===== src/include/rc5_consts.svh =====
`ifndef RC5_CONSTS_SVH
`define RC5_CONSTS_SVH

// ########################################
// RC5-32/12/16 dimensions
// ########################################

`define RC5_W          32                // word width in bits.
`define RC5_R          12                // number of full rounds.
`define RC5_T          (2 * `RC5_R + 2)  // subkey words, 26 for twelve rounds.
`define RC5_KEY_BYTES  16

// ########################################
// magic constants for the table init
// ########################################

`define RC5_P32        32'hB7E15163      // odd((e - 2) * 2^32).
`define RC5_Q32        32'h9E3779B9      // odd((phi - 1) * 2^32).

`endif

===== src/logic/rc5_pkg.sv =====
`include "rc5_consts.svh"

package rc5_pkg;

	// ########################################
	// data types
	// ########################################

	typedef logic [`RC5_W-1:0]           word_t;
	typedef logic [2*`RC5_W-1:0]         block_t;  // a in the upper half, b in the lower.
	typedef logic [`RC5_KEY_BYTES*8-1:0] ukey_t;   // key byte 0 sits in the top byte.
	typedef logic [`RC5_T*`RC5_W-1:0]    skey_t;   // s[0] in the least significant word.

	// ########################################
	// state machines
	// ########################################

	typedef enum logic [1:0] {
		IDLE,
		INIT,
		MIX,
		READY
	} ks_state_t;

	// receiver and sender share one encoding space.
	typedef enum logic [2:0] {
		WAIT_REQ,
		ACKED,
		WAIT_DROP,
		EMPTY,
		REQ_HIGH,
		WAIT_ACK_LOW
	} tx_state_t;

endpackage


===== src/logic/rc5_key_sched.sv =====
`timescale 1ns/1ns
`include "rc5_consts.svh"

module rc5_key_sched (
	input  logic           i_clk,
	input  logic           i_rst,
	input  logic           i_load,
	input  rc5_pkg::ukey_t i_key,
	output rc5_pkg::skey_t o_skey,
	output logic           o_ready
);

	localparam int C     = `RC5_KEY_BYTES / 4;  // key words in l.
	localparam int STEPS = 3 * `RC5_T;          // t is larger than c here.
	localparam int IW    = $clog2(`RC5_T);
	localparam int LW    = $clog2(C);
	localparam int SW    = $clog2(STEPS);

	rc5_pkg::ks_state_t state;
	rc5_pkg::word_t     s_tab [`RC5_T];
	rc5_pkg::word_t     l_arr [C];
	rc5_pkg::word_t     a_reg;
	rc5_pkg::word_t     b_reg;
	rc5_pkg::word_t     p_val;
	rc5_pkg::word_t     a_new;
	rc5_pkg::word_t     b_new;
	rc5_pkg::word_t     ab_sum;
	logic [IW-1:0]      s_idx;
	logic [LW-1:0]      l_idx;
	logic [SW-1:0]      step;

	function automatic rc5_pkg::word_t rol(input rc5_pkg::word_t x, input logic [4:0] s);
		logic [2*`RC5_W-1:0] d;
		d = {x, x} << s;
		return d[2*`RC5_W-1:`RC5_W];
	endfunction

	function automatic rc5_pkg::word_t bswap(input rc5_pkg::word_t x);
		return {x[7:0], x[15:8], x[23:16], x[31:24]};
	endfunction

	// ########################################
	// one mixing step
	// ########################################

	assign a_new  = rol(s_tab[s_idx] + a_reg + b_reg, 5'd3);
	assign ab_sum = a_new + b_reg;
	assign b_new  = rol(l_arr[l_idx] + ab_sum, ab_sum[4:0]);

	always_ff @(posedge i_clk) begin
		if (i_rst) begin
			state <= rc5_pkg::IDLE;
			s_idx <= '0;
			l_idx <= '0;
			step  <= '0;
			for (int k = 0; k < `RC5_T; k++)
				s_tab[k] <= '0;
		end else if (i_load) begin
			state <= rc5_pkg::INIT;  // a reload restarts from any state.
			s_idx <= '0;
			l_idx <= '0;
			step  <= '0;
		end else begin
			case (state)
				rc5_pkg::INIT: begin
					s_tab[s_idx] <= p_val;
					if (s_idx == IW'(`RC5_T - 1)) begin
						s_idx <= '0;
						state <= rc5_pkg::MIX;
					end else begin
						s_idx <= s_idx + 1'b1;
					end
				end
				rc5_pkg::MIX: begin
					s_tab[s_idx] <= a_new;
					s_idx        <= (s_idx == IW'(`RC5_T - 1)) ? '0 : s_idx + 1'b1;
					l_idx        <= l_idx + 1'b1;  // c is a power of two.
					step         <= step + 1'b1;
					if (step == SW'(STEPS - 1))
						state <= rc5_pkg::READY;
				end
				default: state <= state;
			endcase
		end
	end

	always_ff @(posedge i_clk) begin
		if (i_load) begin
			p_val <= `RC5_P32;
			a_reg <= '0;
			b_reg <= '0;
			for (int k = 0; k < C; k++)
				l_arr[k] <= bswap(i_key[`RC5_KEY_BYTES*8-1-32*k -: 32]);  // little-endian words.
		end else if (state == rc5_pkg::INIT) begin
			p_val <= p_val + `RC5_Q32;
		end else if (state == rc5_pkg::MIX) begin
			l_arr[l_idx] <= b_new;
			a_reg        <= a_new;
			b_reg        <= b_new;
		end
	end

	always_comb begin
		for (int k = 0; k < `RC5_T; k++)
			o_skey[k*`RC5_W +: `RC5_W] = s_tab[k];
	end

	assign o_ready = (state == rc5_pkg::READY);

endmodule


===== config.mk =====
export PLATFORM = sky130hd
export DESIGN_NAME = rc5_key_sched
export DESIGN_NICKNAME = d
export VERILOG_FILES = /design/src/logic/rc5_pkg.sv /design/src/logic/rc5_key_sched.sv
export VERILOG_INCLUDE_DIRS = /design/src /design/src/include
export SDC_FILE = /design/constraint.sdc
export NUM_CORES = 2
export LEC_CHECK = 0
export ABC_CLOCK_PERIOD_IN_PS = 20400
export BUFFER_PORTS_ARGS = -buffer_cell sky130_fd_sc_hd__buf_2
export CORE_ASPECT_RATIO = 1.1
export CORE_MARGIN = 3
export CORE_UTILIZATION = 31
export DETAILED_ROUTE_END_ITERATION = 10
export MAX_ROUTING_LAYER = met4
export PLACE_DENSITY = 0.48
export SLEW_MARGIN = 15
export SYNTH_ARGS = -nofsm -noshare
export SYNTH_HDL_FRONTEND = slang
export SYNTH_SLANG_ARGS = --single-unit

===== constraint.sdc =====
create_clock -name i_clk -period 20.4 [get_ports i_clk]
set_input_delay 2.04 -clock i_clk [delete_from_list [all_inputs] [get_ports i_clk]]
set_output_delay 2.04 -clock i_clk [all_outputs]
set_load 0.05 [all_outputs]

; ---- Word-level counts from Yosys, hierarchy flattened
; Memory sizes are Yosys's and may differ from the RTL's. A register that Yosys moved wholly into a read port is not among the register bits.
; Index checks and enable logic that the tools add are counted.
[totals]
ff_bits = 112
ramBits = 960
inputBits = 131
output_inout_bits = 833
elab_cells = 70
mem_count = 2
[op_classes]
n_addsub = 8
eq_ne = 9
shift = 1
mux = 31
bitwise = 2
reduce_logical = 9
[memory_table]
columns = name, depth, width, read_ports, rd_clocked_by_memory_dff, write_ports, line
row1 = s_tab, 26, 32, 27, 1, 26, rc5_key_sched.sv:20  ; rc5_pkg::word_t s_tab [`RC5_T];
row2 = l_arr, 4, 32, 1, 1, 4, rc5_key_sched.sv:21  ; rc5_pkg::word_t l_arr [C];
[ops]
columns = op, n
row1 = $add A32 B32 Y32, 4
row2 = $mux W32, 3
row3 = $reduce_or A32 Y1, 2
row4 = $shl A64 B5 Y64, 1
row5 = $add A32 B32 Y32 const B, 1
row6 = $mux W5, 4
row7 = $mux W1, 18
row8 = $mux W2, 5
row9 = $add A7 B1 Y7 const B, 1
row10 = $eq A7 B7 Y1 const B, 1
row11 = $ne A3 B3 Y1 const B, 2
row12 = $reduce_and A3 Y1, 2
row13 = $add A5 B1 Y5 const B, 1
row14 = $eq A5 B5 Y1 const B, 1
row15 = $eq A2 B2 Y1 const B, 2
row16 = $ne A2 B2 Y1 const B, 2
row17 = $pmux W2 S2, 1
row18 = $reduce_or A2 Y1, 2
row19 = $reduce_bool A3 Y1, 1
row20 = $add A2 B1 Y2 const B, 1
row21 = $eq A2 B1 Y1 const B, 1
row22 = $reduce_and A2 Y1, 1
row23 = $reduce_bool A2 Y1, 1
row24 = $not A1 Y1, 1
row25 = $or A1 B1 Y1, 1

; ---- Logic depth before layout (Yosys ltp)
[depth]
depth_word = 8
depth_mapped = 49
mapped_depth_nobuf = 42

; ---- Least setup slack after synthesis
; Ideal clock, no wire load.
[synth_path]
kind = register -> register
startpoint = register (tool-made name)
endpoint = memory l_arr[0][11] (netlist bit) (data pin)
setup_time_ns = 0.275
t_arrival_ns = 11.505
required_time_ns = 20.125
path_slack_ns = 8.620
path_stages_with_launch = 46
n_path_buf = 4
period_less_slack_ns = 11.780
path_cell_list = dfxtp_1 -> clkbuf_1 -> buf_2 -> buf_1 -> buf_1 -> mux4_2 -> mux4_2 -> mux2_2 -> fa_1 -> ha_1 -> fa_1 -> a21o_1 -> a21oi_1 -> nor2b_1 -> o211a_1 -> nor2_1 -> o31ai_1 -> a311oi_1 -> [... 10 more ...] -> a221o_1 -> nand4_1 -> nand3_1 -> o21a_1 -> nor2_1 -> xnor2_1 -> ha_1 -> a21oi_1 -> o211ai_1 -> a21oi_1 -> o21ai_0 -> a221oi_2 -> xnor2_2 -> xnor2_4 -> mux2i_1 -> nor2_1 -> a311oi_1 -> a21oi_1
[synth_rtl]
columns = element, line
row1 = to (decl), rc5_key_sched.sv:21

==> results.md <==
* Min cycle time layout at approximately 15 ns
* Post-synthesis cell type count at 98
* CP bufs+invs at 2
* Worst-path clk slew at 0.06 ns
* PD cells at 104 mW/mm²
* Non-filler instance count after layout at 8511
* Hold Path Class: register to register
* Area occupied by multi-input gates at 0.0249 mm²
* Reg area at 0.0370 mm²
* Initial DRT Pass Iterations at 6
* Detailed Place HPWL at 216000 µm
* Fmax achieved at just under 70 MHz
* Max reg flops at 1024
* Startpoint types: register
* Detail Route Antenna Nets at 0
* Max-slew headroom at 16.4%
* Resized Gates After CTS at 0
* Root buffer cell: clkbuf_16
* Met2 Routed Length at 144000 µm
* Commonest non-fill, non-tap cell in the layout: edfxtp_1
* Die Ht at between 400 and 500 µm
* Post-Synth Adder-Cell Area at 3.09%
* Worst Setup End Kind: register
* Starting Density at approximately 31%
* DRT met1 WL at 112000 µm
* Regs by FF count: s_tab: 1024 flops, l_arr: 128 flops
* Peak supply drop at 0.0787 mV
* Slowest cell delay on critical path at 0.86 ns
* RSZ-0062 raised after global routing: no
* Number of setup buffers added after CTS at 0
* Final setup TNS at 0 ns
* Largest family of logic cells by synthesized area: multiplexers
* Initial DRC count at around 5100
* Clock tree buffer depth at 3
* Most flops, register: s_tab
* Complex-gate fraction of the synthesized area at 7.54%
* Post-DP Area at 0.0712 mm²
* Final core occ at 37.8%
* Seq cells post-synth at 1271
* Total gr overflow at 0
* Simple-gate share of the synthesized area at 11.2%
* Inserted Clock Buffers at 146
* Largest net degree at the start of global routing at 127
* Met3 wire len at 26100 µm
* Crit Path Category: register to register
* Die W at 435 µm
* Sequential share of the synthesized area at a little under 60%
* DR top layer: met4
* # clock sinks at approximately 1300
* Mapped cell area at 0.0629 mm²
* Die Area at 0.208 mm²
* Dpl cells at 8235
* Final Cycle Share at 71.6%
* I/O pin count at roughly 960
* Total Power at 7.92 mW
* Most used cell, CP: a21oi_1
* First-pass GRT wire length at around 400000 µm
* Final Cell Area at 0.0759 mm²
* Worst slew pin tran at 1.23 ns
* Number of global-route vias before repair at 47300
* Post-synth top flop: edfxtp_1
* Skew-Pair Late Insertion Delay at 0.83 ns
* Max_cap viols at 0
* Slew Viols, Final at 0
* Initial antenna violation count at 17
* # setup viols final at 0
* Leading area contributor after synthesis: edfxtp_1
* Crit Reg-Reg Endpoint: l_arr[3][3]$_DFFE_PP_
* Post-synthesis mux area share at 15.1%
* Average wire per standard cell at 34.8 µm
* Slowest-stage cell, CP: a211oi_1
* Fin Clk Skew at between 0.05 and 0.06 ns
* Most frequent cells in the layout: 1152 x edfxtp_1, 1081 x nor2_1, 962 x buf_2
* Synth Area in XOR/XNOR at under 10%
* Syn_nets at 5099
* Post-synth top area share at a little under three fifths
* CTS tree: built
* Tot GR Track Use at 28.5%
* Critical Path AT at 15.11 ns
* Vias at 48100
* Hold EP: step[6]$_SDFFE_PP0P_
* Top cells by area, synth: edfxtp_1 55%, mux4_2 13%, nor2_1 6.5%
* Critical Path RT at roughly 21 ns
* Post-synth EDFFs at approximately 1200
* CTS Hold Bufs at 0
* Largest delay share family, worst path: compound AO/OA/AOI/OAI gates
* Synth Area per Inst at 13.0 µm²
* Routability cong. at 0.958
* # nets final at a little under 6000
* Cell count after synthesis at 4833
* Status: finished, final reports clean
* Leak at between 20 and 30 nW
* Yosys warning count at 0
* Core box area at 0.201 mm²
* Overall routed net length at 296000 µm
* Worst-path fanout max at just over 70
* Max H-tree Level at 4
* Fillers at between 15000 and 20000
* Worst Reg-to-Reg Cells at 42
* Hold Fails Final Rpt at 0
* Asr flop ratio synth at 0%
* Rows at 172
* DRC at 0
* Reg2Reg Setup Slack at approximately 5.8 ns
* Hold Path Origin: step[6]$_SDFFE_PP0P_
* Fraction of layout cells with a size suffix above 1 at about a third
* Via-per-instance ratio at 5.66
* Port buffer count at 963
* Min-Delay Path Depth at 2
* Area grow syn2layout at 20.7%
## worst max path at each step
| stage | from | slack, ns | cells past startpoint | endpoint |
|---|---|---|---|---|
| after floorplan | register | 8.62 | 45 | l_arr[0][11]$_DFFE_PP_ |
| after global placement | register | 5.89 | 43 | l_arr[3][3]$_DFFE_PP_ |
| after detailed placement | register | 5.76 | 41 | l_arr[3][3]$_DFFE_PP_ |
| after CTS | register | 5.74 | 41 | l_arr[3][3]$_DFFE_PP_ |
| after global routing | register | 4.86 | 41 | l_arr[0][3]$_DFFE_PP_ |
| final | register | 5.80 | 42 | l_arr[3][3]$_DFFE_PP_ |
## cell type report
type	instances	share of cell area (%)
flip-flops and latches	1271	48.7
multi-input cells	3115	32.8
repair buffers	1080	7.60
clock buffers	190	5.09
well taps	2697	4.45
clock inverters	78	0.991
inverters	73	0.361
diodes	7	0.0231
## worst reg2reg max path: cells and delay by family (launching register included)
kind	cells	cell delay [ns]
AOI/OAI and AO/OA	21	6.72
adders and majority gates	6	2.30
and+or+nand+nor	9	1.63
muxes	3	1.56
buffers and inverters	2	1.25
DFF	1	0.72
xor gates and xnor gates	1	0.11
## per-stage QoR
stage               setup WS (ns)  hold slack (ns)
floorplan                    8.62            0.458
global placement             5.89            0.472
detailed placement           5.76            0.485
CTS                          5.74            0.500
global route                 4.86            0.542
finish                       5.80            0.490
## kinds of logic (layout without fill, tap and decap cells)
| logic type | after synthesis | after routing |
|---|---|---|
| AOI/OAI and AO/OA | 702 | 702 |
| xor gates and xnor gates | 114 | 114 |
| adders and majority gates | 135 | 135 |
| buffers and inverters | 447 | 1421 |
| DFF | 1271 | 1271 |
| muxes | 489 | 489 |
| other | 0 | 7 |
| and+or+nand+nor | 1675 | 1675 |
## power breakdown
part	internal (mW)	switching [mW]	leakage, nW	total [mW]
combinational	0.647	1.65	14.3	2.30
sequential	2.95	0.0921	12.3	3.04
clock	1.42	1.17	2.22	2.59
## layer usage
metal  track usage (%)  vias to the layer above
li1                  -                    19900
met1              33.4                    25400
met2              46.4                     2455
met3              7.74                      450
met4              11.5                        0
met5                 -                        -
## cell usage after synthesis, drive strengths merged (20+ instances only)
cell	instances
nor2	1088
buf	47
edfxtp	1152
o21ai	195
a21oi	146
o211ai	29
a211oi	60
ha	101
nor3	51
inv	71
mux2i	87
a21o	32
dfxtp	119
xnor2	65
nand3	47
nand4	27
nand2b	48
clkbuf	327
and3	20
or3	27
mux2	41
and2	20
fa	34
xor2	49
o21a	24
mux4	361
nand2	276
a31oi	24
Note: power is estimated with default switching activity, not from simulation.
