$ cat config.mk
export PLATFORM = sky130hd
export DESIGN_NAME = rc5_round_core_flat
export DESIGN_NICKNAME = d
export VERILOG_FILES = /design/src/logic/rc5_pkg.sv /design/src/logic/rc5_blk_if.sv /design/src/logic/rc5_round_core.sv /design/src/flat_wrapper.sv
export VERILOG_INCLUDE_DIRS = /design/src /design/src/include
export SDC_FILE = /design/constraint.sdc
export NUM_CORES = 2
export LEC_CHECK = 0
export BUFFER_PORTS_ARGS = -buffer_cell sky130_fd_sc_hd__buf_2
export CELL_PAD_IN_SITES_DETAIL_PLACEMENT = 1
export CELL_PAD_IN_SITES_GLOBAL_PLACEMENT = 1
export CORE_MARGIN = 2
export CORE_UTILIZATION = 37
export DETAILED_ROUTE_END_ITERATION = 10
export PLACE_DENSITY_LB_ADDON = 0.1
export SYNTH_ARGS = -nofsm -noshare
export SYNTH_HDL_FRONTEND = slang
export SYNTH_SLANG_ARGS = --single-unit
$ cat constraint.sdc
create_clock -name i_clk -period 32.6 [get_ports i_clk]
set_input_delay 6.52 -clock i_clk [delete_from_list [all_inputs] [get_ports i_clk]]
set_output_delay 6.52 -clock i_clk [all_outputs]
set_load 0.02 [all_outputs]
$ cat src/include/rc5_consts.svh
`ifndef RC5_CONSTS_SVH
`define RC5_CONSTS_SVH

// ########################################
// RC5-32/12/16 dimensions
// ########################################

`define RC5_W          32                // word width in bits.
`define RC5_R          12                // number of full rounds.
`define RC5_T          (2 * `RC5_R + 2)  // subkey words, 26 for twelve rounds.
`define RC5_KEY_BYTES  16

// ########################################
// magic constants for the table init
// ########################################

`define RC5_P32        32'hB7E15163      // odd((e - 2) * 2^32).
`define RC5_Q32        32'h9E3779B9      // odd((phi - 1) * 2^32).

`endif
$ cat src/logic/rc5_pkg.sv
`include "rc5_consts.svh"

package rc5_pkg;

	// ########################################
	// data types
	// ########################################

	typedef logic [`RC5_W-1:0]           word_t;
	typedef logic [2*`RC5_W-1:0]         block_t;  // a in the upper half, b in the lower.
	typedef logic [`RC5_KEY_BYTES*8-1:0] ukey_t;   // key byte 0 sits in the top byte.
	typedef logic [`RC5_T*`RC5_W-1:0]    skey_t;   // s[0] in the least significant word.

	// ########################################
	// state machines
	// ########################################

	typedef enum logic [1:0] {
		IDLE,
		INIT,
		MIX,
		READY
	} ks_state_t;

	// receiver and sender share one encoding space.
	typedef enum logic [2:0] {
		WAIT_REQ,
		ACKED,
		WAIT_DROP,
		EMPTY,
		REQ_HIGH,
		WAIT_ACK_LOW
	} tx_state_t;

endpackage

$ cat src/logic/rc5_blk_if.sv
`timescale 1ns/1ns

interface rc5_blk_if;

	logic            valid;    // a captured block is waiting.
	logic            ready;    // the core can start a block this cycle.
	logic            decrypt;  // mode that goes with the block.
	rc5_pkg::block_t data;

	modport src (
		output valid,
		output decrypt,
		output data,
		input  ready
	);

	modport dst (
		input  valid,
		input  decrypt,
		input  data,
		output ready
	);

endinterface

$ cat src/logic/rc5_round_core.sv
`timescale 1ns/1ns
`include "rc5_consts.svh"

module rc5_round_core (
	input  logic            i_clk,
	input  logic            i_rst,
	rc5_blk_if.dst          blk,
	input  rc5_pkg::skey_t  i_skey,
	input  logic            i_key_ready,
	input  logic            i_out_full,
	output logic            o_done,
	output rc5_pkg::block_t o_result
);

	localparam int W  = `RC5_W;
	localparam int KW = (`RC5_T - 4) * W;  // subkeys still needed after round 1.
	localparam int CW = $clog2(`RC5_R);

	logic [CW-1:0]   count;
	logic            start;
	logic            dec;
	logic            dec_r;
	rc5_pkg::block_t st_r;
	logic [KW-1:0]   key_r;
	rc5_pkg::word_t  a_in;
	rc5_pkg::word_t  b_in;
	rc5_pkg::word_t  a_sw;
	rc5_pkg::word_t  b_sw;
	rc5_pkg::word_t  ka;
	rc5_pkg::word_t  kb;
	rc5_pkg::word_t  a_out;
	rc5_pkg::word_t  b_out;
	rc5_pkg::word_t  s0;
	rc5_pkg::word_t  s1;

	function automatic rc5_pkg::word_t rol(input rc5_pkg::word_t x, input logic [4:0] s);
		logic [2*`RC5_W-1:0] d;
		d = {x, x} << s;
		return d[2*`RC5_W-1:`RC5_W];
	endfunction

	function automatic rc5_pkg::word_t bswap(input rc5_pkg::word_t x);
		return {x[7:0], x[15:8], x[23:16], x[31:24]};
	endfunction

	assign blk.ready = (count == '0) && !i_out_full && i_key_ready;
	assign start     = blk.valid && blk.ready;
	assign dec       = start ? blk.decrypt : dec_r;

	assign s0   = i_skey[0 +: W];
	assign s1   = i_skey[W +: W];
	assign a_sw = bswap(blk.data[2*W-1:W]);
	assign b_sw = bswap(blk.data[W-1:0]);

	// ########################################
	// round datapath
	// ########################################

	always_comb begin
		if (start) begin
			a_in = dec ? a_sw : a_sw + s0;  // pre-whitening only on encrypt.
			b_in = dec ? b_sw : b_sw + s1;
			ka   = dec ? i_skey[(`RC5_T-2)*W +: W] : i_skey[2*W +: W];
			kb   = dec ? i_skey[(`RC5_T-1)*W +: W] : i_skey[3*W +: W];
		end else begin
			a_in = st_r[2*W-1:W];
			b_in = st_r[W-1:0];
			ka   = dec ? key_r[KW-2*W +: W] : key_r[0 +: W];
			kb   = dec ? key_r[KW-W +: W] : key_r[W +: W];
		end
		if (dec) begin
			b_out = rol(b_in - kb, 5'd0 - a_in[4:0]) ^ a_in;  // rotate right by a.
			a_out = rol(a_in - ka, 5'd0 - b_out[4:0]) ^ b_out;
		end else begin
			a_out = rol(a_in ^ b_in, b_in[4:0]) + ka;
			b_out = rol(b_in ^ a_out, a_out[4:0]) + kb;
		end
	end

	always_ff @(posedge i_clk) begin
		if (i_rst) begin
			count <= '0;
			dec_r <= 1'b0;
		end else begin
			if (start)
				count <= CW'(1);
			else if (count == CW'(`RC5_R - 1))
				count <= '0;
			else if (count != '0)
				count <= count + 1'b1;
			if (start)
				dec_r <= blk.decrypt;
		end
	end

	// encrypt walks the table upward, decrypt downward.
	always_ff @(posedge i_clk) begin
		st_r <= {a_out, b_out};
		if (start)
			key_r <= blk.decrypt ? i_skey[(`RC5_T-2)*W-1:2*W] : i_skey[`RC5_T*W-1:4*W];
		else if (count != '0)
			key_r <= dec ? {key_r[KW-2*W-1:0], {2*W{1'b0}}} : {{2*W{1'b0}}, key_r[KW-1:2*W]};
	end

	assign o_done   = (count == CW'(`RC5_R - 1));
	assign o_result = dec ? {bswap(a_out - s0), bswap(b_out - s1)} : {bswap(a_out), bswap(b_out)};

endmodule

$ cat src/flat_wrapper.sv
// flat-port wrapper written by rule: the top's interface ports become plain ports
module rc5_round_core_flat 
  (i_clk, i_rst, i_skey, i_key_ready, i_out_full, o_done, o_result, blk_valid, blk_decrypt, blk_data, blk_ready);
  rc5_blk_if blk_i ();
  input  logic i_clk;
  input  logic i_rst;
  input  rc5_pkg::skey_t i_skey;
  input  logic i_key_ready;
  input  logic i_out_full;
  output logic o_done;
  output rc5_pkg::block_t o_result;
  input wire logic [$bits(blk_i.valid)-1:0] blk_valid;
  input wire logic [$bits(blk_i.decrypt)-1:0] blk_decrypt;
  input wire logic [$bits(blk_i.data)-1:0] blk_data;
  output wire logic [$bits(blk_i.ready)-1:0] blk_ready;
  assign blk_i.valid = blk_valid;
  assign blk_i.decrypt = blk_decrypt;
  assign blk_i.data = blk_data;
  assign blk_ready = blk_i.ready;
  rc5_round_core u_core (.i_clk(i_clk), .i_rst(i_rst), .blk(blk_i), .i_skey(i_skey), .i_key_ready(i_key_ready), .i_out_full(i_out_full), .o_done(o_done), .o_result(o_result));
endmodule
## After elaboration in Yosys (flattened, before gate mapping)

Index checks and enable logic that the tools add are counted.

- Add/subtract/negate cells: 11
- Equality and inequality tests: 1
- Shift-type cells: 4
- Mux-type cells: 21
- Bitwise operators: 4
- Reductions and logical operators: 9

Operators by type and width:

| kind | number |
|---|---|
| $mux 704 | 4 |
| $mux 32 | 12 |
| $shl 64x5->64 | 4 |
| $add 32x32->32 | 4 |
| $sub 32x32->32 | 4 |
| $xor 32x32->32 | 4 |
| $mux 64 | 1 |
| $sub 1x5->5 const A | 2 |
| $add 4x1->4 const B | 1 |
| $eq 4x4->1 const B | 1 |
| $logic_not 4->1 | 1 |
| $mux 1 | 4 |
| $reduce_bool 4->1 | 1 |
| $logic_and 1x1->1 | 3 |
| $reduce_bool 3->1 | 1 |
| $reduce_or 3->1 | 1 |
| $reduce_bool 2->1 | 1 |
| $logic_not 1->1 | 1 |

- Register bits after elaboration: 773
- Input port bits: 902
- Output and inout bits: 66
- Word-level logic and storage cells: 55

## Logic depth before layout (Yosys ltp)

- Word-level depth: 16
- Mapped depth: 72
- Depth with buffers taken out: 72

## Least setup slack after synthesis

No wires, ideal clock.

- Path type: input to output
- Start point: input blk_decrypt
- End point: output o_result[38]
- Arrival: 19.946 ns
- Required time: 26.080 ns
- Slack: 6.134 ns
- Stages: 59
- Path buffers: 13
- Cell sequence: clkbuf_1 -> clkbuf_1 -> clkbuf_1 -> clkbuf_1 -> buf_1 -> clkbuf_1 -> buf_2 -> clkbuf_1 -> mux2i_1 -> o21a_1 -> ha_1 -> buf_6 -> a211oi_2 -> nor2_1 -> o31a_1 -> or4_4 -> and3b_1 -> o31ai_4 -> (+23 left out) -> a21oi_1 -> o21ai_0 -> a21oi_1 -> o21ai_0 -> a21oi_1 -> o21bai_1 -> a21oi_1 -> o21ai_0 -> a211oi_1 -> o21ai_0 -> a31o_2 -> o211a_1 -> a31oi_1 -> a21oi_1 -> or4_1 -> a31oi_1 -> xnor2_1 -> o21ai_0

- Word-level cells in the longest chain between the ends: 12
- Elaborated cells on any way between the ends: 25
- Classes of those cells: 6 x add/sub; 3 x shift; 13 x mux; 3 x bitwise

RTL lines:

| item | line | source |
|---|---|---|
| start, declared | flat_wrapper.sv:13 | `input wire logic [$bits(blk_i.decrypt)-1:0] blk_decrypt;` |
| $mux 1 (*) | -- |  |
| $mux 32 (on tied branches) | -- |  |
| $mux 32 | rc5_round_core.sv:60 | `if (start) begin` |
| $sub 32x32->32 or $sub 1x5->5 (tied branches) | rc5_round_core.sv:72 | `b_out = rol(b_in - kb, 5'd0 - a_in[4:0]) ^ a_in;` |
| $shl 64x5->64 | rc5_round_core.sv:38 | `d = {x, x} << s;` |
| $xor 32x32->32 | rc5_round_core.sv:72 |  |
| $sub 1x5->5 | rc5_round_core.sv:73 | `a_out = rol(a_in - ka, 5'd0 - b_out[4:0]) ^ b_out;` |
| $shl 64x5->64 | rc5_round_core.sv:38 |  |
| $xor 32x32->32 | rc5_round_core.sv:73 |  |
| $mux 32 | rc5_round_core.sv:71 | `if (dec) begin` |
| $sub 32x32->32 | rc5_round_core.sv:106 | `assign o_result = dec ? {bswap(a_out - s0), bswap(b_out - s1)} : {bswap(a_out), bswap(b_out)};` |
| $mux 64 (*) | rc5_round_core.sv:106 |  |
| end, declared | flat_wrapper.sv:11 | `output rc5_pkg::block_t o_result;` |

Every way passes the cells marked *; elsewhere a longest branch is shown, timed or not.

## Worst setup path in the final report

- Start point: input i_skey[0]
- End point: output o_result[7]

- Word-level cells in the longest chain between the ends: 12
- Elaborated cells on any way between the ends: 15
- Classes of those cells: 5 x add/sub; 3 x shift; 4 x mux; 3 x bitwise

RTL lines:

| item | line | source |
|---|---|---|
| start, declared | flat_wrapper.sv:7 | `input rc5_pkg::skey_t i_skey;` |
| $add 32x32->32 (*) | rc5_round_core.sv:61 | `a_in = dec ? a_sw : a_sw + s0;` |
| $mux 32 (*) | rc5_round_core.sv:61 |  |
| $mux 32 (*) | rc5_round_core.sv:60 |  |
| $xor 32x32->32 | rc5_round_core.sv:75 | `a_out = rol(a_in ^ b_in, b_in[4:0]) + ka;` |
| $shl 64x5->64 | rc5_round_core.sv:38 |  |
| $add 32x32->32 | rc5_round_core.sv:75 |  |
| $xor 32x32->32 | rc5_round_core.sv:76 | `b_out = rol(b_in ^ a_out, a_out[4:0]) + kb;` |
| $shl 64x5->64 | rc5_round_core.sv:38 |  |
| $add 32x32->32 | rc5_round_core.sv:76 |  |
| $mux 32 (*) | rc5_round_core.sv:71 |  |
| via u_core.b_out[28] | rc5_round_core.sv:32 | `rc5_pkg::word_t b_out;` |
| $sub 32x32->32 (*) | rc5_round_core.sv:106 |  |
| $mux 64 (*) | rc5_round_core.sv:106 |  |

Mark *: on every way through the listed nets, which the timed path passes. The rest lies on a longest branch.

==> results.md <==
Route:
- The routed wire length is 322000 microns.
- After detailed routing, the met3 layer carries 17500 microns of wire.
- After detailed routing, the wire length on met1 is 144000 microns.
- The number of vias per cell after detailed routing is 5.89.
- The first detailed-routing pass took 5 iterations.
- The uppermost layer routed is met5.
- In the final routed layout, each cell accounts on average for ~30 microns.
- After the first detailed-routing iteration, the DRC count stood at 4945.
- In the detailed route, the total length drawn on met2 is between 100000 and 150000 microns.
- The detailed router placed ~65k vias in this run.
- The number of antenna-violating nets in the routed design is 0.
- The remaining routing DRC violations is 0.

Critical path:
- The critical path runs through a total of 71 cells.
- The worst register-to-register path has a depth of 60.
- The startpoint kind of the worst setup timing path is an input port.
- The critical path startpoint is i_skey[0].
- The biggest cell delay along the critical path is 0.98 ns.
- The startpoint identified for the worst register-to-register timing path is u_core.count[0].
- The critical path in this run is classified as in2out.
- The worst endpoint required time is 26.08 ns.
- The cell with the largest stage delay on the worst path is nor2_1.
- Counting stages on the worst path, the most repeated cell is a21oi_1.
- STA classifies the critical path endpoint as an output port.
- The setup slack of the most critical reg-to-reg path is 16.18 ns.
- The worst register-to-register path ends at u_core.st_r[30].
- The capturing instance or port of the critical path is o_result[7].
- The top cell family by delay on the critical path is compound AO/OA/AOI/OAI gates.
- Counting both buffers and inverters, the worst setup path holds a total of 4.
- In this run the worst path has a maximum fanout of 5.
- STA puts the critical path data arrival time at 24.98 ns.

Cells and area:
- The area used by sequential logic in the layout is 22500 sq um.
- The fraction of layout instances using a drive strength above 1 is 17.8%.
- The net count of the finished layout is 9505.
- Summing all multi-input logic gate instances after layout gives 44200 sq um.
- The library cell used most frequently in the layout, excluding fill and tap cells, is mux2i_1.
- Compared with the post-synthesis result, the final layout area differs by 15.2%.
- The fill cell instance count of the final layout is roughly 22k.
- The library cells used most frequently in the layout, excluding fill and tap cells, are 1070 x mux2i_1, 966 x buf_2, 852 x a21oi_1.

Logic synthesis:
- The post-synthesis sequential element count is slightly below 800.
- The number of enable flip-flop cells after synthesis is 704.
- The most used flip-flop cell after synthesis is edfxtp_1.
- The count of distinct cell types in the synthesized netlist is 111.
- Of all flip-flops after synthesis, the portion carrying an async set or reset was 0%.
- The number of nets produced by synthesis is ~8.9k.
- The synthesized netlist occupies a cell area of roughly 70000 sq um.
- Of the synthesized area, sequential elements account for between 30% and 40%.
- The number of instances in the synthesized netlist is 7704.
- The count of warnings emitted by yosys is 0.
- Averaged over all synthesized cells, the footprint is 9.05 sq um.

Timing:
- Setup total negative slack on the finished layout was measured at 0 ns.
- Subtracting the final worst setup slack from the clock period gives about 32 ns.
- Setup repair after global routing left no endpoint under its margin.
- The total count of max-transition violations in the final report was 3.
- The final cycle utilization of the critical path is 96.6%.
- The fmax is 0.0317 GHz.
- The number of hold-slack violations in the final timing report was 0.
- The final setup violation count is 0.
- The worst pin sits at a relative slew slack of -3.31%.
- The transition time of the tightest slew-check pin is 1.54 ns.
- Across the routed clock network, the largest skew measured is 0.0373 ns.

Clock tree:
- The hold buffer count at CTS is 0.
- The deepest clock path buffer count is 3.
- The clock latency of the later-clocked register in the worst-skew pair is about 0.76 ns.
- The number of buffers inserted to repair setup after CTS is 0.
- TritonCTS built the clock tree.
- The number of sinks handled by clock tree synthesis is 773.
- The post-cts gate resize count is 0.
- The clock slew seen by the registers of the worst setup and hold paths is around 0.060 ns.
- The library cell used as clock root buffer is clkbuf_16.
- Buffers inserted during clock tree synthesis total 100.
- The CTS H-tree depth is 3.

Floorplanning:
- The chip width is 438 microns.
- The boundary pin count is roughly 970.
- The number of placement rows is 159.
- The die covers 192000 sq um.
- The initial cell density of the core is 37.2%.
- The area of the core is roughly 190000 sq um.
- The floorplan die height is approximately 440 microns.

Worst hold path:
- The class of the tightest hold or removal check is reg2reg.

GRT:
- The leftover overflow at the end of global routing is 0.
- The via count of the first global-routing pass is 63.9k.
- The largest net degree at the start of global routing is 221.
- The first global-routing pass estimated 456000 microns of wire.
- The initial antenna violation count was between 200 and 250.
- Across every metal layer, demand over resource in global routing totals about a third.

Run status:
- The final reports fail on max-capacitance violations, max-slew violations.
- The flow ran to the end, but the final reports show violations.

Place:
- Once detailed placement completed, the half-perimeter wirelength came to 255000 microns.
- The number of buffer cells added on primary ports is 967.
- The congestion estimate from routability-driven global placement came to about 1.0.

Job:
- The max capacitance violation total is 2.
==> cells by family after synthesis <==
family                   count (synthesis)  share of synthesized area (%)
adder cells (fa/ha/maj)                263                           4.80
AO/OA/AOI/OAI                         2472                           22.5
flip-flops                             773                           32.3
XOR/XNOR                               322                           4.12
buffers and inverters                  824                           4.57
multiplexers                          1216                           18.0
AND/OR/NAND/NOR                       1834                           13.7
==> synth_stat cells, drive strengths merged, types with 8 or more instances <==
master,number,area (sq um)
a211o,13,116
a211oi,635,4810
a21boi,18,135
a21o,84,631
a21oi,856,4300
a221oi,10,93.8
a311oi,9,78.8
a31o,13,114
a31oi,39,259
and2,34,213
and3,44,280
buf,66,338
clkbuf,506,1900
dfxtp,69,1380
edfxtp,704,21100
fa,8,160
ha,255,3190
inv,249,937
mux2,123,1390
mux2i,1075,10800
mux4,18,405
nand2,461,1730
nand2b,36,225
nand3,150,768
nand3b,69,518
nand4,15,93.8
nor2,265,997
nor2b,601,3760
nor3,71,365
nor3b,8,76.3
o2111ai,8,70.1
o211a,8,80.1
o211ai,38,285
o21a,112,841
o21ai,437,2190
o21bai,41,312
o22ai,9,56.3
o31a,18,159
o31ai,36,298
o41ai,10,87.6
or2,20,125
or3,36,225
xnor2,230,2060
xor2,92,813
==> per-stage QoR <==
stage	area [sq um]	instances	hold slack [ns]	util, %	setup slack, ns
CTS	80100	10920	0.585	42.7	1.62
detailed placement	76900	10732	0.573	41.0	1.66
floorplan	69700	7704	0.532	-	6.13
global placement	76900	10731	0.564	41.0	0.360
finish	80300	11002	0.585	42.8	1.10
global route	80300	10966	0.625	42.8	0.473
==> per-layer routing <==
layer / vias to the layer above / GRT usage [%]
li1: 30234 / -
met1: 31872 / 43.4
met2: 2074 / 50.2
met3: 625 / 4.56
met4: 44 / 15.8
met5: - / 0
==> sequential cells by signal (all words and copies together), names as in the netlist <==
signal and flops:
u_core.key_r 704, u_core.count 4, u_core.st_r 64, u_core.dec_r 1
==> final cells by class <==
class	count	share of cell area, %
clock buffers	128	3.34
diodes	81	0.252
well taps	2495	3.89
repair buffers	1106	7.55
multi-input cells	6107	55.1
clock inverters	60	0.710
flip-flops and latches	773	28.0
inverters	252	1.18
==> worst min-delay path, cell delays in order (launching register included) <==
cell	delay, ns
edfxtp_1	0.34
nand3_1	0.07
o21ai_0	0.07
==> how the worst min path moves through the flow <==
stage | cells past startpoint | endpoint | from | slack (ns)
6_report | 2 | u_core.key_r[687] | u_core.key_r[623] | 0.59
4_1_cts | 2 | u_core.key_r[53] | u_core.key_r[117] | 0.59
3_5_place_dp | 2 | u_core.count[1] | u_core.count[1] | 0.57
5_1_grt | 2 | u_core.key_r[687] | u_core.key_r[623] | 0.62
3_3_place_gp | 2 | u_core.key_r[693] | u_core.key_r[629] | 0.56
2_1_floorplan | 2 | u_core.count[1] | u_core.count[1] | 0.53
Power is left out: the tool's default activity adds up to more than one toggle a clock period on the data nets, which glitch-free logic cannot reach.
