## config.mk

```make
export PLATFORM = sky130hd
export DESIGN_NAME = rc5_out_port
export DESIGN_NICKNAME = d
export VERILOG_FILES = /design/src/logic/rc5_pkg.sv /design/src/logic/rc5_out_port.sv
export VERILOG_INCLUDE_DIRS = /design/src /design/src/include
export SDC_FILE = /design/constraint.sdc
export NUM_CORES = 1
export LEC_CHECK = 0
export BUFFER_PORTS_ARGS = -buffer_cell sky130_fd_sc_hd__buf_2
export CAP_MARGIN = 0
export CORE_ASPECT_RATIO = 0.6
export CORE_MARGIN = 2
export CORE_UTILIZATION = 30
export CTS_BUF_LIST = sky130_fd_sc_hd__clkbuf_8
export DETAILED_ROUTE_END_ITERATION = 8
export HOLD_SLACK_MARGIN = 0.03
export SLEW_MARGIN = 20
export SYNTH_ARGS = -nofsm -noshare
export SYNTH_HDL_FRONTEND = slang
export SYNTH_SLANG_ARGS = --single-unit
```

## constraint.sdc

```tcl
create_clock -name i_clk -period 2.2 [get_ports i_clk]
set_input_delay 0.33 -clock i_clk [delete_from_list [all_inputs] [get_ports i_clk]]
set_output_delay 0.33 -clock i_clk [all_outputs]
set_load 0.005 [all_outputs]
```

## src/include/rc5_consts.svh

```systemverilog
`ifndef RC5_CONSTS_SVH
`define RC5_CONSTS_SVH

// ########################################
// RC5-32/12/16 dimensions
// ########################################

`define RC5_W          32                // word width in bits.
`define RC5_R          12                // number of full rounds.
`define RC5_T          (2 * `RC5_R + 2)  // subkey words, 26 for twelve rounds.
`define RC5_KEY_BYTES  16

// ########################################
// magic constants for the table init
// ########################################

`define RC5_P32        32'hB7E15163      // odd((e - 2) * 2^32).
`define RC5_Q32        32'h9E3779B9      // odd((phi - 1) * 2^32).

`endif
```

## src/logic/rc5_pkg.sv

```systemverilog
`include "rc5_consts.svh"

package rc5_pkg;

	// ########################################
	// data types
	// ########################################

	typedef logic [`RC5_W-1:0]           word_t;
	typedef logic [2*`RC5_W-1:0]         block_t;  // a in the upper half, b in the lower.
	typedef logic [`RC5_KEY_BYTES*8-1:0] ukey_t;   // key byte 0 sits in the top byte.
	typedef logic [`RC5_T*`RC5_W-1:0]    skey_t;   // s[0] in the least significant word.

	// ########################################
	// state machines
	// ########################################

	typedef enum logic [1:0] {
		IDLE,
		INIT,
		MIX,
		READY
	} ks_state_t;

	// receiver and sender share one encoding space.
	typedef enum logic [2:0] {
		WAIT_REQ,
		ACKED,
		WAIT_DROP,
		EMPTY,
		REQ_HIGH,
		WAIT_ACK_LOW
	} tx_state_t;

endpackage

```

## src/logic/rc5_out_port.sv

```systemverilog
`timescale 1ns/1ns

module rc5_out_port (
	input  logic            i_clk,
	input  logic            i_rst,
	input  logic            i_done,
	input  rc5_pkg::block_t i_result,
	output logic            o_full,
	output logic            o_req,
	output rc5_pkg::block_t o_data,
	input  logic            i_ack
);

	rc5_pkg::tx_state_t state;
	logic               load;

	assign load = i_done && (state == rc5_pkg::EMPTY);

	always_ff @(posedge i_clk) begin
		if (i_rst) begin
			state <= rc5_pkg::EMPTY;
		end else begin
			case (state)
				rc5_pkg::EMPTY:        if (load) state <= rc5_pkg::REQ_HIGH;
				rc5_pkg::REQ_HIGH:     if (i_ack) state <= rc5_pkg::WAIT_ACK_LOW;
				rc5_pkg::WAIT_ACK_LOW: if (!i_ack) state <= rc5_pkg::EMPTY;  // buffer freed.
				default:               state <= rc5_pkg::EMPTY;
			endcase
		end
	end

	// held until the consumer has finished the handshake.
	always_ff @(posedge i_clk) begin
		if (load)
			o_data <= i_result;
	end

	assign o_req  = (state == rc5_pkg::REQ_HIGH);
	assign o_full = (state != rc5_pkg::EMPTY);

endmodule

```

# --- Yosys cells after proc, flatten, opt, wreduce, memory -nomap -nowiden ---
# Cells that the tools add are included.
totals:
  output_inout_bits: 66
  wordCells: 15
  inputBits: 68
  register_bits: 67
op_classes:
  eq_ne: 7
  n_mux: 4
  n_reduce_logical: 2
ops:
  columns: ["cell", "count"]
  rows:
  - ["3-bit two-way mux", 3]
  - ["3-bit one-hot mux with 3 select lines", 1]
  - ["3-bit equality test, second input constant", 2]
  - ["2-bit inequality test, second input constant", 2]
  - ["3-bit by 2-bit equality test with 1-bit output, second input constant", 1]
  - ["3-bit by 2-bit inequality test with 1-bit output, second input constant", 1]
  - ["3-bit AND reduction", 1]
  - ["2-bit by 1-bit inequality test with 1-bit output, second input constant", 1]
  - ["1-bit logical AND", 1]

# --- Logic depth before layout (Yosys ltp) ---
# Gate-level depths: netlist (run 1).
depth:
  depth_word: 4
  ltp_mapped: 3

# --- Worst setup path after synthesis (run 1) ---
# Ideal clock, no wire load.
synth_path:
  path_type: "reg2reg"
  start: "register state[1]"
  end: "register o_data[0], enable pin"
  path_stages_with_launch: 3
  setup_slack_ns: 0.773
  period_less_slack_ns: 1.427
  t_arrival_ns: 1.049
  setup_ns: 0.378
  n_path_buf: 0
  path_cell_list: "dfxtp_1 nor2b_4 and3_4"
synth_between:
  elab_chain_len: 2
synth_lines:
  columns: ["element", "line", "rtl"]
  rows:
  - ["from (decl)", "rc5_out_port.sv:14", "rc5_pkg::tx_state_t state;"]
  - ["from (signal assigned)", "rc5_out_port.sv:21", "state <= rc5_pkg::EMPTY;"]
  - ["from (signal assigned)", "rc5_out_port.sv:24", "rc5_pkg::EMPTY: if (load) state <= rc5_pkg::REQ_HIGH;"]
  - ["from (signal assigned)", "rc5_out_port.sv:25", "rc5_pkg::REQ_HIGH: if (i_ack) state <= rc5_pkg::WAIT_ACK_LOW;"]
  - ["3-bit by 2-bit equality test with 1-bit output", "rc5_out_port.sv:17", "assign load = i_done && (state == rc5_pkg::EMPTY);"]
  - ["1-bit logical AND", "rc5_out_port.sv:17", null]
  - ["net load", "rc5_out_port.sv:15", "logic load;"]
  - ["to (signal assigned)", "rc5_out_port.sv:35", "o_data <= i_result;"]
  - ["to (decl)", "rc5_out_port.sv:10", "output rc5_pkg::block_t o_data,"]
# The timed path passes the listed nets, and every way through them passes these cells.
# A chain may end at the register's enable or synchronous reset.

# --- Final worst setup path (run 1) ---
layout_path:
  start: "register state[1]"
  end: "register o_data[22], enable pin"
# The elaborated chain is that of the path after synthesis.

==> reports/qor.csv, run 1 <==
stage,metric,value,unit
run_status,run status,completed,
place,GPL Wtd Cong,0.7286,
clock_tree,cts hold-fix bufs,0,
clock_tree,Clock Tree Buf Depth,2,
routing,via/cell ratio,3.886,
finish,Fillers,604,
yosys,largest area contributor in the netlist,edfxtp_1,
global_routing,global-route wire length before repair,5996,um
global_routing,Overall Global Routing Usage,0.1150,
place,pre-CTS setup slack,719.0,ps
finish,diode count,0,
timing,setup TNS,0,ps
routing,drt pass-1 iters,3,
routing,WL per Instance,13.54,um
die,die area,0.007566,mm2
worst_setup_path,worst-path maximum fanout,25,
timing,final-report setup violation count,0,
yosys,Yosys warnings,0,
timing,Max Fclk,679.4,MHz
die,Initial Utilization,0.3098,
yosys,Syn Inst Count,78,
yosys,Mapped Avg Cell Area,26.40,um2
timing,Final min period,1472,ps
timing,RSZ-0062 raised after global routing,no,
worst_setup_path,Crit Reg-Reg Startpoint,state[1]$_SDFFE_PP1P_,
clock_tree,H-tree depth,3,
global_routing,antenna violations before repair,0,
die,IO Count,134,
timing,Worst slew margin,0.7640,
pwr,Power Dens Cells,851.7,mW/mm2
hold_path,hold depth,1,
clock_tree,clock sinks,67,
die,Die Width,111.0,um
yosys,sequential cell area fraction in the yosys report,0.9623,
timing,setup ws final,728.1,ps
timing,Slew @ Worst Pin,354.0,ps
clock_tree,CTS Root Cell,clkbuf_8,
finish,Area Growth Syn to Fin,46.17,%
worst_setup_path,RR Endpoint,o_data[22]$_DFFE_PP_,
worst_setup_path,"Req. time, crit path",2230,ps
worst_setup_path,crit start category,register,
die,Die Ht,68.18,um
place,buffers added on ports,133,
routing,vias post-DR,1224,
yosys,synth top area cells,"edfxtp_1 93%, dfxtp_1 2.9%, o21bai_1 0.73%",
yosys,Mapped Nets,146,
worst_setup_path,CP arrival,1500,ps
die,Core ar.,0.006648,mm2
worst_setup_path,Setup crit end kind,register,
yosys,share of the synthesized area in the top cell type,0.9332,
clock_tree,Setup Buffers After CTS,0,
place,DP Wirelength,3159,um
yosys,mapped cell area,0.002059,mm2
global_routing,vias in the first global route,1179,
finish,area of the multi-input gates,73.82,um2
timing,crit share post-route,0.6690,
run,MaxCap Viol Count,0,
hold_path,worst hold endpoint,o_data[44]$_DFFE_PP_,
clock_tree,cts bufs inserted,9,
timing,Final Max Tran Viols,0,
pwr,Peak VDD IR,0.3772,mV
die,num rows,23,
global_routing,largest net degree at the start of global routing,32,
worst_setup_path,WS Path Type,register to register,
clock_tree,"CTS clk-pin slew, worst paths",70,ps
routing,remaining antenna violation count,0,
finish,Final #Nets,292,
clock_tree,Post-CTS Resized,0,
worst_setup_path,"setup slack, reg-to-reg",730,ps
hold_path,HP Class,input pin to register,
routing,Iter 0 DRT Violations,55,
timing,Final Hold Fails,0,
timing,skew final,6.492,ps
routing,final WL,4266,um
finish,share of cells above drive strength 1,0.6491,
global_routing,GRT overflow,0,
clock_tree,clock insertion delay at the later pin of the skew report,330,ps
routing,# DRC,0,
yosys,Yosys reg bits,67,
yosys,Netlist cell types,12,
finish,area taken by flip-flops and latches,0.001982,mm2
pwr,Leak,1.302,nW
clock_tree,CTS tree,built,
worst_setup_path,Reg2Reg Depth,3,
hold_path,Hold Path Origin,i_result[44],
-- critical path, stage by stage (launching register included) --
cell and delay (ps):
dfxtp_1 320, nor2b_4 150, and3_4 420, buf_4 280
-- through the flow --
step           hold slack [ps]  cells  cell area (um2)  total power [mW]    util
2_1_floorplan            428.9     78             2059             1.631       -
3_3_place_gp             506.1    300             2861             1.802  0.4305
3_5_place_dp             508.1    300             2861             1.806  0.4305
4_1_cts                  148.1    315             3010             2.616  0.4529
5_1_grt                  137.3    315             3010             2.689  0.4529
6_report                 171.2    315             3010             2.564  0.4529
-- registers in the layout, summed over array words and instances (netlist names) --
register	count
state	3
o_data	64
-- layout make-up --
| class | count | area share |
|---|---|---|
| clock buffer | 9 | 0.04115 |
| clock inverter | 6 | 0.008313 |
| inverter | 1 | 0.001247 |
| multi-input combinational | 10 | 0.02452 |
| sequential | 67 | 0.6584 |
| tap | 87 | 0.03616 |
| timing repair buffer | 135 | 0.2303 |
-- report_power, final --
group,leakage (nW),internal [mW],switching [mW]
Clock,0.0826,0.382,0.410
Combinational,0.589,0.116,0.117
Sequential,0.631,1.52,0.0216
-- cell usage after synthesis --
master / n
edfxtp_1: 64
dfxtp_1: 3
o21bai_1: 2
a21oi_1: 1
and3_4: 1
inv_1: 1
nand2_1: 1
nand2b_1: 1
nor2_1: 1
nor2b_4: 1
nor3_1: 1
o21ba_1: 1
-- per-layer routing --
metal,GRT usage,routed length [um]
met1,0.1378,1898
met2,0.1457,1676
met3,0.09035,611
met4,0.06094,78
met5,0,0
-- logic make-up after synthesis --
family                 Yosys count  share of synthesized area
buffers and inverters            1                   0.001821
AND/OR/NAND/NOR                  6                    0.02126
AO/OA/AOI/OAI                    4                    0.01458
flip-flops                      67                     0.9623
-- placed cells by master (no fill, tap or decap) --
cell,instances
edfxtp_1,64
inv_1,2
buf_12,1
dfxtp_1,3
nand2b_1,1
nand2_1,1
o21ba_1,1
and3_4,1
clkinv_1,3
clkinv_2,2
buf_2,133
o21bai_1,2
nor2b_4,1
nor2_1,1
a21oi_1,1
clkbuf_8,9
buf_4,1
nor3_1,1
-- how the worst max path moves through the flow --
| stage | startpoint | end | depth (start not counted) |
|---|---|---|---|
| after global routing | state[1]$_SDFFE_PP1P_ | o_data[62]$_DFFE_PP_ | 3 |
| after global placement | state[1]$_SDFFE_PP1P_ | o_data[47]$_DFFE_PP_ | 3 |
| final | state[1]$_SDFFE_PP1P_ | o_data[22]$_DFFE_PP_ | 3 |
| after floorplan | state[1]$_SDFFE_PP1P_ | o_data[0]$_DFFE_PP_ | 2 |
| after detailed placement | state[1]$_SDFFE_PP1P_ | o_data[56]$_DFFE_PP_ | 3 |
| after CTS | state[1]$_SDFFE_PP1P_ | o_data[56]$_DFFE_PP_ | 3 |
No activity file was read; power rests on OpenSTA's default activity.
==> run 2: changes to the inputs <==
- clock period: 2.2 -> 1.4 ns (I/O delays scaled with it)
==> run 2 against run 1 <==
  * Sequential share of layout area fell by 8.4 points
  * Flip-flop and latch count unchanged
  * Sequential power up 57%
  * Core utilization increased by 6.6 points
  * Clock power is 60% higher
  * Combinational power grew 100%
  * Total power rose by 62%
  * Count of clock-buffer cells in the layout is the same
  * Critical path type is now register to primary output
==> reports/qor.csv, run 2 (same netlist as run 1, synthesis figures left out) <==
stage,metric,value,unit
run_status,run status,completed,
place,Placed Area,0.002874,mm2
timing,Worst slew margin,0.8719,
timing,Hold Slack,55.23,ps
timing,setup TNS,0,ps
finish,Final Cell Area,0.003450,mm2
worst_setup_path,"setup slack, reg-to-reg",180,ps
die,IO Count,134,
finish,Final #Nets,334,
timing,final-report setup violation count,0,
worst_setup_path,Crit. Startpoint,state[2]$_SDFFE_PP0P_,
pwr,Peak VDD IR,0.5976,mV
die,die area,0.007566,mm2
timing,Final Max Tran Viols,0,
run,MaxCap Viol Count,0,
die,Core ar.,0.006648,mm2
pwr,"Power, Total",4.152,mW
worst_setup_path,Reg2Reg Depth,3,
timing,Final Hold Fails,0,
die,Die Ht,68.18,um
global_routing,GRT overflow,0,
clock_tree,"CTS clk-pin slew, worst paths",70,ps
finish,post-layout util,0.5189,
finish,register with the most flip-flops,o_data,
timing,Max Fclk,791.7,MHz
worst_setup_path,WS Path Type,register to primary output,
finish,biggest regs,"o_data (64), state (3)",
routing,Iter 0 DRT Violations,31,
routing,final WL,4620,um
clock_tree,Clock Tree Buf Depth,2,
clock_tree,clock sinks,67,
worst_setup_path,Setup crit end kind,primary output,
clock_tree,CTS tree,built,
finish,Area Growth Syn to Fin,67.50,%
finish,share of cells above drive strength 1,0.5535,
global_routing,largest net degree at the start of global routing,37,
pwr,Power Dens Cells,1204,mW/mm2
die,num rows,23,
routing,drt pass-1 iters,4,
timing,RSZ-0062 raised after global routing,no,
worst_setup_path,Crit Reg-Reg Startpoint,state[1]$_SDFFE_PP1P_,
worst_setup_path,crit start category,register,
hold_path,HP Class,input pin to register,
routing,# DRC,0,
global_routing,Overall Global Routing Usage,0.1219,
place,GPL Wtd Cong,0.7163,
timing,Slew @ Worst Pin,192.1,ps
routing,WL per Instance,12.91,um
die,Die Width,111.0,um
routing,vias post-DR,1384,
routing,via/cell ratio,3.866,
timing,crit share post-route,0.9023,
finish,max reg flops,64,
finish,most frequent cells in the layout,"133 x buf_2, 64 x edfxtp_1, 42 x dlygate4sd3_1",
clock_tree,CTS Root Cell,clkbuf_8,
worst_setup_path,Worst Setup EP,o_req,
place,pre-CTS setup slack,182.7,ps
place,DP Cell Count,300,
worst_setup_path,RR Endpoint,o_data[7]$_DFFE_PP_,
routing,remaining antenna violation count,0,
clock_tree,H-tree depth,3,
worst_setup_path,worst-path maximum fanout,3,
timing,Final min period,1263,ps
clock_tree,clock insertion delay at the later pin of the skew report,340,ps
timing,skew final,5.909,ps
finish,Post-Layout Cell Count,358,
timing,setup ws final,136.8,ps
die,Initial Utilization,0.3098,
global_routing,global-route wire length before repair,6568,um
clock_tree,cts bufs inserted,9,
worst_setup_path,CP arrival,1050,ps
finish,"most common cell after layout, fill and taps aside",buf_2,
pwr,Leak,1.495,nW
global_routing,vias in the first global route,1381,
worst_setup_path,"Req. time, crit path",1190,ps
global_routing,antenna violations before repair,0,
place,buffers added on ports,133,
finish,diode count,0,
[run 2: cell count changes in the layout (fill, tap and decap cells not counted)]
cell	before	now
dlygate4sd3_1	0	42
clkinv_1	3	0
buf_4	1	0
clkinv_2	2	4
buf_12	1	2
inv_1	2	4
[run 2: layout make-up]
| type | count | area, um2 |
|---|---|---|
| repair buffers | 177 | 1126 |
| clock buffers | 9 | 123.9 |
| clock inverters | 7 | 31.28 |
| fillers | 570 | 3198 |
| flip-flops and latches | 67 | 1982 |
| well taps | 87 | 108.9 |
| inverters | 1 | 3.754 |
| multi-input cells | 10 | 73.82 |
[run 2: worst min path at each step]
stage | startpoint | endpoint | slack (ps) | cells past startpoint
global route | i_result[10] | o_data[10]$_DFFE_PP_ | 30 | 1
floorplan | i_result[0] | o_data[0]$_DFFE_PP_ | 310 | 0
detailed placement | i_result[2] | o_data[2]$_DFFE_PP_ | 390 | 1
CTS | i_result[40] | o_data[40]$_DFFE_PP_ | 30 | 1
global placement | i_result[6] | o_data[6]$_DFFE_PP_ | 390 | 1
finish | i_result[48] | o_data[48]$_DFFE_PP_ | 60 | 1
[run 2: where the power goes]
part | total (mW) | internal [mW] | switching (mW)
combinational | 0.465 | 0.267 | 0.198
clock | 1.27 | 0.609 | 0.660
sequential | 2.42 | 2.38 | 0.0354
[run 2: metal layers]
metal	routed length [um]	global-route usage	share of wire
met5	0	0	0
met2	1897	0.1633	0.41
met1	1951	0.1379	0.42
met4	84	0.06563	0.018
met3	687	0.09743	0.15
[run 2: repair_timing]
item	in CTS	in global routing
endpoints found under the hold margin	31	11
resized for setup	0	0
setup buffers	0	0
hold buffers	31	11
[run 2: worst max-delay path, stage by stage, from the launching register on]
cell	delay (ps)
dfxtp_1	370
nand2b_1	120
nor2_1	110
buf_2	120
==> run 3: changes to the inputs <==
- CTS_BUF_LIST: sky130_fd_sc_hd__clkbuf_8 -> unset
==> run 3 against run 2 <==
  * Routed wire length down 10%
  * Clock power is 50% higher
  * Total power grew 13%
  * Die area is the same
  * Fmax up 2.0%
  * Largest power group unchanged
  * Core utilization shrank 4.8 points
  * Clock skew barely moved
  * Register-to-register slack is essentially flat
  * Final cell count is 12% lower
  * Flip-flop and latch count is the same
==> reports/qor.csv, run 3 (same netlist as run 1, synthesis figures left out) <==
stage,metric,value,unit
worst_setup_path,WS Path Type,register to primary output,
clock_tree,Setup Buffers After CTS,0,
worst_setup_path,crit start category,register,
clock_tree,clock sinks,67,
global_routing,global-route wire length before repair,5982,um
finish,Final #Nets,292,
routing,via/cell ratio,3.949,
clock_tree,CTS Root Cell,clkbuf_16,
routing,final WL,4135,um
routing,vias post-DR,1248,
finish,diode count,0,
worst_setup_path,RR Endpoint,o_data[7]$_DFFE_PP_,
pwr,Peak VDD IR,0.7130,mV
place,pre-CTS setup slack,182.7,ps
timing,setup ws final,161.5,ps
routing,remaining antenna violation count,0,
timing,RSZ-0062 raised after global routing,no,
clock_tree,Clock Tree Buf Depth,2,
clock_tree,cts bufs inserted,9,
timing,Final Hold Fails,0,
die,Die Ht,68.18,um
hold_path,hold depth,1,
worst_setup_path,Reg2Reg Depth,3,
die,Die Width,111.0,um
worst_setup_path,"Req. time, crit path",1190,ps
die,Initial Utilization,0.3098,
timing,skew final,6.375,ps
worst_setup_path,"setup slack, reg-to-reg",170,ps
global_routing,Overall Global Routing Usage,0.1110,
global_routing,vias in the first global route,1257,
die,die area,0.007566,mm2
global_routing,largest net degree at the start of global routing,37,
finish,max reg flops,64,
clock_tree,Post-CTS Resized,0,
place,buffers added on ports,133,
worst_setup_path,Setup crit end kind,primary output,
place,GPL Wtd Cong,0.7163,
pwr,Power Dens Cells,1498,mW/mm2
global_routing,GRT overflow,0,
clock_tree,H-tree depth,3,
die,Core ar.,0.006648,mm2
routing,WL per Instance,13.09,um
finish,"most common cell after layout, fill and taps aside",buf_2,
timing,crit share post-route,0.8846,
finish,biggest regs,"o_data (64), state (3)",
worst_setup_path,CP arrival,1030,ps
run,MaxCap Viol Count,0,
finish,most frequent cells in the layout,"133 x buf_2, 64 x edfxtp_1, 9 x clkbuf_16",
pwr,Leak,1.354,nW
worst_setup_path,Crit Reg-Reg Startpoint,state[1]$_SDFFE_PP1P_,
worst_setup_path,Crit. Startpoint,state[2]$_SDFFE_PP0P_,
routing,# DRC,0,
clock_tree,"CTS clk-pin slew, worst paths",50,ps
timing,final-report setup violation count,0,
worst_setup_path,worst-path maximum fanout,3,
finish,Area Growth Syn to Fin,52.00,%
hold_path,Hold Path Origin,i_result[1],
finish,Final Cell Area,0.003131,mm2
die,num rows,23,
place,Placed Area,0.002874,mm2
clock_tree,clock insertion delay at the later pin of the skew report,320,ps
finish,share of cells above drive strength 1,0.6550,
clock_tree,cts hold-fix bufs,0,
global_routing,antenna violations before repair,0,
timing,Final Max Tran Viols,0,
hold_path,worst hold endpoint,o_data[1]$_DFFE_PP_,
pwr,"Power, Total",4.690,mW
routing,drt pass-1 iters,4,
timing,Final min period,1238,ps
timing,Slew @ Worst Pin,192.5,ps
routing,Iter 0 DRT Violations,23,
finish,register with the most flip-flops,o_data,
timing,Worst slew margin,0.8717,
run_status,run status,completed,
timing,Max Fclk,807.4,MHz
hold_path,HP Class,input pin to register,
die,IO Count,134,
clock_tree,CTS tree,built,
[run 3: cell types whose count changed in the layout (fill, tap and decap cells not counted), sizes merged]
cell,delta
clkbuf,+3
dlygate4sd3,-42
inv,-3
[run 3: worst max-delay path by stage]
| stage | end | slack, ps | cells past startpoint |
|---|---|---|---|
| global placement | o_data[28]$_DFFE_PP_ | 180 | 3 |
| finish | o_req | 160 | 3 |
| CTS | o_req | 150 | 3 |
| detailed placement | o_data[50]$_DFFE_PP_ | 180 | 3 |
| global route | o_req | 50 | 3 |
| floorplan | o_data[0]$_DFFE_PP_ | -20 | 2 |
[run 3: cell type report]
| type | count | area, um2 |
|---|---|---|
| multi-input cells | 10 | 73.82 |
| well taps | 87 | 108.9 |
| repair buffers | 135 | 705.7 |
| flip-flops and latches | 67 | 1982 |
| clock inverters | 4 | 20.02 |
| clock buffers | 12 | 236.5 |
| inverters | 1 | 3.754 |
| fillers | 591 | 3517 |
[run 3: metal layers]
layer,wire [um],vias up,global-route usage
li1,-,600,-
met2,1591,93,0.1396
met1,1783,550,0.1292
met5,0,-,0
met3,710,5,0.09566
met4,50,0,0.05625
[run 3: where the power goes]
part           switching (mW)  internal [mW]
clock                   0.715           1.18
sequential             0.0349           2.39
combinational           0.180          0.190
total                   0.929           3.76
[run 3: worst max-delay path: stages (launching register included)]
cell      delay, ps
dfxtp_1         370
nand2b_1        110
nor2_1          110
buf_2           120
[run 3: per-stage QoR]
step	utilization	setup TNS (ps)	hold slack, ps	std cells
2_1_floorplan	-	-1490	308.9	78
3_3_place_gp	0.4323	0	386.0	300
3_5_place_dp	0.4323	0	388.1	300
4_1_cts	0.4709	0	50.49	316
5_1_grt	0.4709	0	47.29	316
6_report	0.4709	0	64.21	316
